===== src/qenc_pkg.sv =====
package qenc_pkg;

    ////////////////////////////////////////////////////////////
    // Widths and reset values
    ////////////////////////////////////////////////////////////

    localparam int COUNT_WIDTH = 32;

    // Threshold starts out of reach of a freshly reset count
    localparam logic [COUNT_WIDTH-1:0] THRESH_RESET = '1;

    ////////////////////////////////////////////////////////////
    // Register map
    ////////////////////////////////////////////////////////////

    localparam logic [7:0] REG_CTRL    = 8'h00;
    localparam logic [7:0] REG_COUNT   = 8'h04;
    localparam logic [7:0] REG_THRESH  = 8'h08;
    localparam logic [7:0] REG_LATCHED = 8'h0C;
    localparam logic [7:0] REG_STATUS  = 8'h10;
    localparam logic [7:0] REG_IRQ_EN  = 8'h14;

    // CTRL fields
    localparam int CTRL_CALIB_START_BIT   = 0;
    localparam int CTRL_MOTOR_STOPPED_BIT = 1;

    // STATUS and IRQ_EN fields
    localparam int STAT_THRESH_BIT     = 0;
    localparam int STAT_CALIB_DONE_BIT = 1;
    localparam int STAT_STOP_REQ_BIT   = 2;

    ////////////////////////////////////////////////////////////
    // Calibration sequencer
    ////////////////////////////////////////////////////////////

    typedef enum logic [1:0] {
        CALIB_IDLE       = 2'b00,
        CALIB_FIND_INDEX = 2'b01,
        CALIB_FIND_DIFF  = 2'b10,
        CALIB_SET_POS    = 2'b11
    } calib_state_t;

endpackage

===== src/qenc_ctrl_if.sv =====
`timescale 1ns/1ps

interface qenc_ctrl_if;
    import qenc_pkg::*;

    // Software requests toward the core
    logic                   count_load;
    logic [COUNT_WIDTH-1:0] count_load_value;
    logic [COUNT_WIDTH-1:0] thresh_value;
    logic                   calib_start;
    logic                   motor_stopped;

    // Core state and events toward the registers
    logic [COUNT_WIDTH-1:0] count;
    logic [COUNT_WIDTH-1:0] latched_count;
    logic                   thresh_hit;
    logic                   calib_done;
    logic                   calib_stop_motor;

    modport regs (
        output count_load, count_load_value, thresh_value, calib_start, motor_stopped,
        input  count, latched_count, thresh_hit, calib_done, calib_stop_motor
    );

    modport core (
        input  count_load, count_load_value, thresh_value, calib_start, motor_stopped,
        output count, latched_count, thresh_hit, calib_done, calib_stop_motor
    );

endinterface


===== src/qenc_top.sv =====
`timescale 1ns/1ps

module qenc_top (
    input  logic        clk_i,
    input  logic        reset_n,
    input  logic        psel,
    input  logic        penable,
    input  logic        pwrite,
    input  logic [7:0]  paddr,
    input  logic [31:0] pwdata,
    output logic [31:0] prdata,
    output logic        pready,
    output logic        pslverr,
    input  logic        quad_a,
    input  logic        quad_b,
    input  logic        index_strobe,
    output logic        irq,
    output logic        calib_stop_motor
);

    logic step;
    logic step_up;
    logic index_rise;

    qenc_ctrl_if ctrl_bus ();

    assign calib_stop_motor = ctrl_bus.calib_stop_motor;

    ////////////////////////////////////////////////////////////
    // Encoder front end and position core
    ////////////////////////////////////////////////////////////

    qenc_input_sync sync0 (
        .clk_i        (clk_i),
        .reset_n      (reset_n),
        .quad_a       (quad_a),
        .quad_b       (quad_b),
        .index_strobe (index_strobe),
        .step         (step),
        .step_up      (step_up),
        .index_rise   (index_rise)
    );

    qenc_position_core core0 (
        .clk_i      (clk_i),
        .reset_n    (reset_n),
        .step       (step),
        .step_up    (step_up),
        .index_rise (index_rise),
        .ctrl       (ctrl_bus.core)
    );

    // Software access
    qenc_apb_regs regs0 (
        .clk_i   (clk_i),
        .reset_n (reset_n),
        .psel    (psel),
        .penable (penable),
        .pwrite  (pwrite),
        .paddr   (paddr),
        .pwdata  (pwdata),
        .prdata  (prdata),
        .pready  (pready),
        .pslverr (pslverr),
        .irq     (irq),
        .ctrl    (ctrl_bus.regs)
    );

endmodule


===== src/qenc_apb_regs.sv =====
`timescale 1ns/1ps

module qenc_apb_regs (
    input  logic        clk_i,
    input  logic        reset_n,
    input  logic        psel,
    input  logic        penable,
    input  logic        pwrite,
    input  logic [7:0]  paddr,
    input  logic [31:0] pwdata,
    output logic [31:0] prdata,
    output logic        pready,
    output logic        pslverr,
    output logic        irq,
    qenc_ctrl_if.regs ctrl
);
    import qenc_pkg::*;

    logic [COUNT_WIDTH-1:0] thresh_q;
    logic                   motor_stopped_q;
    logic [1:0]             status_sticky;
    logic [1:0]             irq_en;
    logic [1:0]             status_set;
    logic [1:0]             status_clr;
    logic [31:0]            rd_data;
    logic                   addr_hit;
    logic                   access;
    logic                   wr_commit;
    logic                   wr_ctrl;
    logic                   wr_count;
    logic                   wr_thresh;
    logic                   wr_status;
    logic                   wr_irq_en;

    ////////////////////////////////////////////////////////////
    // APB handshake
    ////////////////////////////////////////////////////////////

    assign access = psel & penable;

    // First access cycle is the wait state
    always_ff @(posedge clk_i) begin
        if (reset_n) begin
            pready  <= 1'b0;
            pslverr <= 1'b0;
        end else begin
            pready  <= access & ~pready;
            pslverr <= access & ~pready & ~addr_hit;
        end
    end

    always_ff @(posedge clk_i) begin
        if (access && !pready) begin
            prdata <= rd_data;
        end
    end

    // Decode and read mux with unmapped offsets reading as zero
    always_comb begin
        addr_hit = 1'b1;
        rd_data  = '0;
        case (paddr)
            REG_CTRL:    rd_data[CTRL_MOTOR_STOPPED_BIT] = motor_stopped_q;
            REG_COUNT:   rd_data = ctrl.count;
            REG_THRESH:  rd_data = thresh_q;
            REG_LATCHED: rd_data = ctrl.latched_count;
            REG_STATUS: begin
                rd_data[STAT_THRESH_BIT]     = status_sticky[STAT_THRESH_BIT];
                rd_data[STAT_CALIB_DONE_BIT] = status_sticky[STAT_CALIB_DONE_BIT];
                rd_data[STAT_STOP_REQ_BIT]   = ctrl.calib_stop_motor;
            end
            REG_IRQ_EN: begin
                rd_data[STAT_THRESH_BIT]     = irq_en[STAT_THRESH_BIT];
                rd_data[STAT_CALIB_DONE_BIT] = irq_en[STAT_CALIB_DONE_BIT];
            end
            default:     addr_hit = 1'b0;
        endcase
    end

    ////////////////////////////////////////////////////////////
    // Register writes
    ////////////////////////////////////////////////////////////

    // A write lands in the pready cycle and only if it was mapped
    assign wr_commit = access & pready & pwrite & ~pslverr;
    assign wr_ctrl   = wr_commit && (paddr == REG_CTRL);
    assign wr_count  = wr_commit && (paddr == REG_COUNT);
    assign wr_thresh = wr_commit && (paddr == REG_THRESH);
    assign wr_status = wr_commit && (paddr == REG_STATUS);
    assign wr_irq_en = wr_commit && (paddr == REG_IRQ_EN);

    assign ctrl.count_load       = wr_count;
    assign ctrl.count_load_value = pwdata;
    assign ctrl.calib_start      = wr_ctrl & pwdata[CTRL_CALIB_START_BIT];
    assign ctrl.thresh_value     = thresh_q;
    assign ctrl.motor_stopped    = motor_stopped_q;

    always_comb begin
        status_set = '0;
        status_clr = '0;
        status_set[STAT_THRESH_BIT]     = ctrl.thresh_hit;
        status_set[STAT_CALIB_DONE_BIT] = ctrl.calib_done;
        if (wr_status) begin
            status_clr[STAT_THRESH_BIT]     = pwdata[STAT_THRESH_BIT];
            status_clr[STAT_CALIB_DONE_BIT] = pwdata[STAT_CALIB_DONE_BIT];
        end
    end

    always_ff @(posedge clk_i) begin
        if (reset_n) begin
            thresh_q        <= THRESH_RESET;
            motor_stopped_q <= 1'b0;
            irq_en          <= '0;
            status_sticky   <= '0;
            irq             <= 1'b0;
        end else begin
            if (wr_thresh) begin
                thresh_q <= pwdata;
            end
            if (wr_ctrl) begin
                motor_stopped_q <= pwdata[CTRL_MOTOR_STOPPED_BIT];
            end
            if (wr_irq_en) begin
                irq_en[STAT_THRESH_BIT]     <= pwdata[STAT_THRESH_BIT];
                irq_en[STAT_CALIB_DONE_BIT] <= pwdata[STAT_CALIB_DONE_BIT];
            end
            // Set from hardware wins over a clear in the same cycle
            status_sticky <= (status_sticky & ~status_clr) | status_set;
            irq           <= |(status_sticky & irq_en);
        end
    end

endmodule


===== src/qenc_position_core.sv =====
`timescale 1ns/1ps

module qenc_position_core (
    input  logic clk_i,
    input  logic reset_n,
    input  logic step,
    input  logic step_up,
    input  logic index_rise,
    qenc_ctrl_if.core ctrl
);
    import qenc_pkg::*;

    calib_state_t           state_q;
    logic [COUNT_WIDTH-1:0] count_q;
    logic [COUNT_WIDTH-1:0] latched_q;
    logic [COUNT_WIDTH-1:0] calib_pos;
    logic                   stop_motor_q;
    logic                   thresh_eq;
    logic                   thresh_eq_q;

    assign ctrl.count            = count_q;
    assign ctrl.latched_count    = latched_q;
    assign ctrl.calib_stop_motor = stop_motor_q;

    ////////////////////////////////////////////////////////////
    // Position counter
    ////////////////////////////////////////////////////////////

    // Calibration rewrite beats a software load, which beats a step
    always_ff @(posedge clk_i) begin
        if (reset_n) begin
            count_q <= '0;
        end else if (state_q == CALIB_SET_POS) begin
            count_q <= calib_pos;
        end else if (ctrl.count_load) begin
            count_q <= ctrl.count_load_value;
        end else if (step) begin
            if (step_up) begin
                count_q <= count_q + 1'b1;
            end else begin
                count_q <= count_q - 1'b1;
            end
        end
    end

    // Threshold event fires only on entry into equality
    assign thresh_eq       = (count_q == ctrl.thresh_value);
    assign ctrl.thresh_hit = thresh_eq & ~thresh_eq_q;

    always_ff @(posedge clk_i) begin
        if (reset_n) begin
            thresh_eq_q <= 1'b0;
        end else begin
            thresh_eq_q <= thresh_eq;
        end
    end

    ////////////////////////////////////////////////////////////
    // Calibration sequencer
    ////////////////////////////////////////////////////////////

    assign ctrl.calib_done = (state_q == CALIB_SET_POS);

    always_ff @(posedge clk_i) begin
        if (reset_n) begin
            state_q      <= CALIB_IDLE;
            latched_q    <= '0;
            stop_motor_q <= 1'b0;
        end else begin
            case (state_q)
                CALIB_IDLE: begin
                    if (ctrl.calib_start) begin
                        state_q <= CALIB_FIND_INDEX;
                    end
                end
                CALIB_FIND_INDEX: begin
                    if (index_rise) begin
                        latched_q    <= count_q;
                        stop_motor_q <= 1'b1;
                        state_q      <= CALIB_FIND_DIFF;
                    end
                end
                // Later index pulses are ignored here
                CALIB_FIND_DIFF: begin
                    if (ctrl.motor_stopped) begin
                        state_q <= CALIB_SET_POS;
                    end
                end
                CALIB_SET_POS: begin
                    stop_motor_q <= 1'b0;
                    state_q      <= CALIB_IDLE;
                end
                default: begin
                    state_q <= CALIB_IDLE;
                end
            endcase
        end
    end

    // Distance travelled since the index
    always_ff @(posedge clk_i) begin
        if (state_q == CALIB_FIND_DIFF && ctrl.motor_stopped) begin
            calib_pos <= count_q - latched_q;
        end
    end

endmodule


===== src/qenc_input_sync.sv =====
`timescale 1ns/1ps

module qenc_input_sync (
    input  logic clk_i,
    input  logic reset_n,
    input  logic quad_a,
    input  logic quad_b,
    input  logic index_strobe,
    output logic step,
    output logic step_up,
    output logic index_rise
);

    logic [2:0] pin_meta;
    logic [2:0] pin_sync;
    logic [2:0] pin_prev;
    logic       a_chg;
    logic       b_chg;

    // Bit order is {index, b, a}
    assign a_chg = pin_sync[0] ^ pin_prev[0];
    assign b_chg = pin_sync[1] ^ pin_prev[1];

    always_ff @(posedge clk_i) begin
        if (reset_n) begin
            pin_meta   <= '0;
            pin_sync   <= '0;
            pin_prev   <= '0;
            step       <= 1'b0;
            step_up    <= 1'b0;
            index_rise <= 1'b0;
        end else begin
            pin_meta <= {index_strobe, quad_b, quad_a};
            pin_sync <= pin_meta;
            pin_prev <= pin_sync;

            // A sample with both phases moved is dropped
            step <= a_chg ^ b_chg;
            if (a_chg) begin
                step_up <= pin_sync[0] ^ pin_sync[1];
            end else begin
                step_up <= ~(pin_sync[0] ^ pin_sync[1]);
            end

            index_rise <= pin_sync[2] & ~pin_prev[2];
        end
    end

endmodule


===== config.mk =====
export PLATFORM = sky130hd
export DESIGN_NAME = qenc_top
export DESIGN_NICKNAME = d
export VERILOG_FILES = /design/src/qenc_pkg.sv /design/src/qenc_ctrl_if.sv /design/src/qenc_top.sv /design/src/qenc_apb_regs.sv /design/src/qenc_position_core.sv /design/src/qenc_input_sync.sv
export SDC_FILE = /design/constraint.sdc
export NUM_CORES = 1
export LEC_CHECK = 0
export BUFFER_PORTS_ARGS = -buffer_cell sky130_fd_sc_hd__buf_4
export CORE_UTILIZATION = 40
export DETAILED_ROUTE_END_ITERATION = 7
export GPL_ROUTABILITY_DRIVEN = 1
export GPL_TIMING_DRIVEN = 0
export HOLD_SLACK_MARGIN = 0.02
export SLEW_MARGIN = 20
export SYNTH_ARGS = -nofsm -noshare
export SYNTH_HDL_FRONTEND = slang
export SYNTH_SLANG_ARGS = --single-unit

===== constraint.sdc =====
create_clock -name clk_i -period 8.2 [get_ports clk_i]
set_clock_uncertainty 0.05 [all_clocks]
set_input_delay 0 -clock clk_i [delete_from_list [all_inputs] [get_ports clk_i]]
set_output_delay 0 -clock clk_i [all_outputs]
set_load 0.01 [all_outputs]

Yosys cells after proc, flatten, opt, wreduce, memory -nomap -nowiden

Cells that the tools add are included.

Register bits: 184
Output and inout port bits: 36

Add/sub/neg operators: 3
Equal/unequal tests: 12
Muxes and demuxes: 17
Bitwise gates (word level): 23
Reduce and logical (&&, ||, !) cells: 17

Operators by type and width:

| operator                                                                | number |
|---|---|
| 32-bit two-way mux                                                      | 4 |
| 29-bit case mux with 3 select lines                                     | 1 |
| 32-bit by 1-bit adder with 32-bit output, second input constant         | 1 |
| 32-bit equality test                                                    | 1 |
| 32-bit by 1-bit subtractor with 32-bit output, second input constant    | 1 |
| 32-bit subtractor                                                       | 1 |
| 8-bit by 4-bit equality test with 1-bit output, second input constant   | 2 |
| 8-bit by 5-bit equality test with 1-bit output, second input constant   | 2 |
| 1-bit bitwise AND                                                       | 9 |
| 8-bit by 3-bit equality test with 1-bit output, second input constant   | 1 |
| 8-bit logical NOT                                                       | 1 |
| 2-bit two-way mux                                                       | 4 |
| 2-bit case mux with 4 select lines                                      | 1 |
| 1-bit logical AND                                                       | 7 |
| 1-bit inverter                                                          | 6 |
| 1-bit case mux with 6 select lines                                      | 1 |
| 6-bit OR reduction                                                      | 1 |
| 1-bit case mux with 5 select lines                                      | 1 |
| 2-bit bitwise AND                                                       | 2 |
| 2-bit equality test, second input constant                              | 2 |
| 2-bit by 1-bit inequality test with 1-bit output, second input constant | 2 |
| 1-bit case mux with 4 select lines                                      | 1 |
| 2-bit AND reduction                                                     | 2 |
| 1-bit XOR                                                               | 4 |
| 12 further kinds                                                        | 14 |

Longest topological paths before layout

Depth after elaboration: 9
Gate-level depth with buffers: 13
Gate-level depth less buffers: 12

Hierarchy

A second synthesis with hierarchy kept.

Cells, all modules: 1354
Area total of the unflattened synthesis: 11796.3 um^2

Modules (own cells, without submodules):

| module             | times used | cells each | area an instance (um^2) | sequential area each (um^2) |
|---|---|---|---|---|
| qenc_position_core | 1          | 955        | 7668.6                  | 2322.2 |
| qenc_apb_regs      | 1          | 371        | 3783.6                  | 1761.7 |
| qenc_input_sync    | 1          | 28         | 344.1                   | 240.2 |

Worst setup path before layout

No wires, ideal clock.

Kind: register to register
From: register sync0.step_up
To: register core0.count_q[24] (netlist: core0.ctrl.count[24])
Setup time: 140 ps
Arrival time: 3029 ps
Data required time: 8010 ps
Setup slack: 4981 ps
Stages on the path, launching flop included: 12
Buffers on the path: 0
Clock period less this slack: 3219 ps
Path through: dfxtp_1 > inv_1 > ha_1 > nor2b_4 > o31a_1 > o22a_1 > a41o_1 > a31oi_2 > o21bai_1 > a221oi_2 > xor2_1 > a31oi_1

Word-level cells in the longest chain between the ends: 4

Ends and longest elaborated chain:

| element                  | RTL line                 | RTL |
|---|---|---|
| start: declaration       | qenc_input_sync.sv:10    | `output logic step_up,` |
| start signal: assignment | qenc_input_sync.sv:40    | `step_up <= pin_sync[0] ^ pin_sync[1];` |
| start signal: assignment | qenc_input_sync.sv:42    | `step_up <= ~(pin_sync[0] ^ pin_sync[1]);` |
| 32-bit two-way mux       | qenc_position_core.sv:38 | `if (step_up) begin` |
| 32-bit two-way mux       | qenc_position_core.sv:37 | `end else if (step) begin` |
| 32-bit two-way mux       | qenc_position_core.sv:35 | `end else if (ctrl.count_load) begin` |
| 32-bit two-way mux       | qenc_position_core.sv:33 | `end else if (state_q == CALIB_SET_POS) begin` |
| end signal: assignment   | qenc_position_core.sv:34 | `count_q <= calib_pos;` |
| end signal: assignment   | qenc_position_core.sv:36 | `count_q <= ctrl.count_load_value;` |
| end signal: assignment   | qenc_position_core.sv:39 | `count_q <= count_q + 1'b1;` |
| end: declaration         | qenc_position_core.sv:14 | `logic [COUNT_WIDTH-1:0] count_q;` |

No other way between the ends. The select of a mux whose other input is x is not followed.
A chain may end at the register's enable or synchronous reset.

Worst setup path after layout

Same ends and word-level chain as after synthesis.

==> impl_metrics.csv <==
group,metric,value,unit
yosys,synth-seq-cells,184,
timing,finalSetupViolations,0,
yosys,async_flop_share,0,
clock_network,cts-htree-levels,4,
setup_path,startpoint_type,"flop",
setup_path,max_stage_delay,0.93,ns
timing,relSlewSlack,0.282,
timing,period_needed,4.57,ns
timing,timing.final.ws_setup,3.63,ns
power_and_ir_drop,leakagePower,5.23,nW
setup_path,cp.arrival,4.81,ns
power_and_ir_drop,p_total,0.00254,W
yosys,synth_area_leaders,"dfxtp_1 22%, edfxtp_1 18%, ha_1 7.5%, nand2_1 6.5%, a21oi_1 4.9%",
timing,tightest_slew,1.07,ns
cells_and_area,antenna_cells,0,
grt,grt_use_total,0.256,
placement,gp_congestion,0.957,
setup_path,startpoint,"sync0.step_up",
floorplanning,die_x,167,um
yosys,synthCells,1237,
yosys,netlist.area_leader.share,0.220,
hold_path,hold_path_depth,4,
setup_path,crit_buf_inv,1,
setup_path,rr_worst_depth,11,
setup_path,end_kind,"flop",
setup_path,r2r_setup_slack,3.63,ns
timing,max_clock_freq,0.219,GHz
timing,fin_crit_sh,0.557,
routing,vias,9881,
clock_network,cts_buffers,17,
yosys,synth_edf_count,64,
grt,grt_max_degree,31,
cells_and_area,ff_latch_area,4320,um^2
setup_path,r2r_start,"sync0.step_up",
placement,portBuffers,82,
yosys,synth_ff_type,"dfxtp_1",
routing,drt_pass1_iterations,5,
setup_path,path_depth,11,
routing,vias_per_cell,5.69,
grt,antenna_found_initial,0,
timing,drv_slew,0,
clock_network,path_clk_slew,0.08,ns
cells_and_area,area_growth_syn_to_layout,19.3,%
clock_network,cts_resized,0,
routing,remaining_drc_errors,0,
setup_path,timing.rr.end,"core0.ctrl.count[24]",
yosys,syn_avg_cell_area,8.81,um^2
power_and_ir_drop,peakVddDrop,160,uV
run_status,status,"finished clean",
cells_and_area,multi_input_area,6150,um^2
clock_network,cts.sinks,184,
setup_path,cp.required,8.44,ns
placement,pre_cts_slack,4.21,ns
setup_path,slowest_stage,"clkinv_1",
hold_path,worstHoldPathType,"primary input to flop",
clock_network,clockRootBuffer,"clkbuf_16",
routing,drtAntennaViolNets,0,
clock_network,clkLatencyLatePin,0.45,ns
run,maxCapViolCount,0,
clock_network,clock_tree.buffer_depth,2,
floorplanning,die_h,167,um
floorplanning,die_area,27900,um^2
setup_path,cp_cell_sequence,"clkinv_1 -> ha_1 -> nor2b_4 -> o31a_1 -> o22a_1 -> a41o_1 -> a31oi_2 -> o21bai_1 -> a221oi_2 -> xor2_1 -> a31oi_1",
power_and_ir_drop,power_density,196,nW/um^2
yosys,yosysWarnings,0,
placement,dp.cells,1662,
timing,whs,0.0357,ns
floorplanning,rows,60,
cells_and_area,nFillCells,2573,
floorplanning,io_pins,84,
grt,overflow,0,
setup_path,crit_family,"compound AO/OA/AOI/OAI gates",
floorplanning,start_util,0.407,
timing,rsz0062_at_grt,"no",
yosys,syn_nets,1352,
timing,tns,0,ns
setup_path,timing.critical_path.to,"core0.ctrl.count[24]",
setup_path,critPathKind,"flop to flop",
cells_and_area,stdcell_count,1736,
cells_and_area,drive_gt1_frac,0.109,
clock_network,cts_tree,"done",
yosys,synth_area_leader_cell,"dfxtp_1",
yosys,synthesis.area,10900,um^2
routing,drtIter0Drc,905,
grt,grt_pass1_wl,54400,um
setup_path,path_max_fanout,30,
yosys,yosysUniqueCellTypes,82,
yosys,synth.yosys.seq_area_share,0.397,
timing,hold_viol,0,
grt,grt_pass1_vias,9198,
routing,finalWirelength,35400,um
floorplanning,core,26800,um^2
placement,dp_hpwl,27800,um
routing,wire_per_inst,20.4,um
cells_and_area,final_nets,1497,
flip-flops by register name, summed over array words and instances, names as in the netlist, 2 cells and up:
signal,count
core0.calib_pos,32
core0.ctrl.count,32
core0.ctrl.latched_count,32
core0.state_q,2
regs0.ctrl.thresh_value,32
regs0.irq_en,2
regs0.prdata,32
regs0.status_sticky,2
sync0.pin_meta,3
sync0.pin_prev,3
sync0.pin_sync,3
worst min-delay path: cells and delay by family:
family,cells,cell delay (ns)
compound gates,1,0.07
buf+inv,1,0.13
mux,1,0.16
simple gates,1,0.07
per-stage QoR:
| step | area, um^2 | util |
|---|---|---|
| 3_3_place_gp | 11900 | 0.445 |
| 2_1_floorplan | 10900 | - |
| 4_1_cts | 13000 | 0.485 |
| 5_1_grt | 13000 | 0.485 |
| 6_report | 13000 | 0.485 |
| 3_5_place_dp | 12000 | 0.448 |
cell usage after synthesis, drive strengths merged, types with 13 or more instances:
| master | n |
|---|---|
| nand2 | 190 |
| dfxtp | 120 |
| a21oi | 107 |
| nor2 | 70 |
| ha | 65 |
| edfxtp | 64 |
| a22o | 60 |
| nand3 | 56 |
| xor2 | 50 |
| o21ai | 48 |
| clkbuf | 45 |
| inv | 44 |
| xnor2 | 35 |
| a21o | 30 |
| nor3 | 24 |
| nor2b | 21 |
| buf | 20 |
| and3 | 13 |
power breakdown:
part,switching [W],internal [W],leakage (nW)
logic,0.000381,0.000304,3.38
registers,0.0000430,0.000993,1.57
clock network,0.000415,0.000408,0.282
total,0.000839,0.00171,5.23
cell usage in the layout (no fill, tap or decap), drive strengths merged, types with 13 or more instances in the layout:
cell	Yosys	layout
ha	65	65
and3	13	13
o21ai	48	48
nor2b	21	21
edfxtp	64	64
nand2	190	190
a21o	30	30
a21oi	107	107
clkbuf	45	63
xnor2	35	35
xor2	50	50
nor3	24	24
buf	20	104
nand3	56	56
inv	44	50
nor2	70	70
dlygate4sd3	0	42
dfxtp	120	120
a22o	60	60
cells by family after synthesis:
kind of cell,after synthesis,synth area share
adder cells (fa/ha/maj),67,0.0783
multiplexers,11,0.0106
XOR/XNOR,85,0.0683
flip-flops,184,0.397
AND/OR/NAND/NOR,429,0.183
AO/OA/AOI/OAI,351,0.223
buffers and inverters,110,0.0400
layout make-up:
class / instances / share of cell area
Buffer: 65 / 0.0205
Clock buffer: 18 / 0.0330
Tap cell: 341 / 0.0328
Timing Repair Buffer: 126 / 0.0834
Inverter: 45 / 0.0130
Clock inverter: 14 / 0.0118
Multi-Input combinational cell: 943 / 0.473
Sequential cell: 184 / 0.333
what timing repair did:
| item | CTS | global route |
|---|---|---|
| endpoints found under the hold margin | 67 | 0 |
| setup buffers | 0 | 0 |
| hold buffers | 42 | 0 |
metal layers:
metal / part of all wire / wire length, um / global-route usage / up-vias
met4: 0.041 / 1460 / 0.115 / 0
met3: 0.088 / 3110 / 0.0416 / 84
met1: 0.44 / 15600 / 0.357 / 4577
li1: - / - / - / 4773
met5: 0 / 0 / 0 / -
met2: 0.43 / 15200 / 0.387 / 447
worst min-delay path by stage:
| stage | from | end | slack [ns] |
|---|---|---|---|
| after floorplan | pwdata[10] | regs0.ctrl.thresh_value[10] | 0.07 |
| after global placement | index_strobe | sync0.pin_meta[2] | 0.16 |
| after detailed placement | quad_b | sync0.pin_meta[1] | 0.17 |
| after CTS | paddr[2] | regs0.prdata[1] | 0.04 |
| after global routing | paddr[2] | regs0.prdata[1] | 0.07 |
| final | paddr[2] | regs0.prdata[1] | 0.04 |
Note: power is estimated with default switching activity, not from simulation.
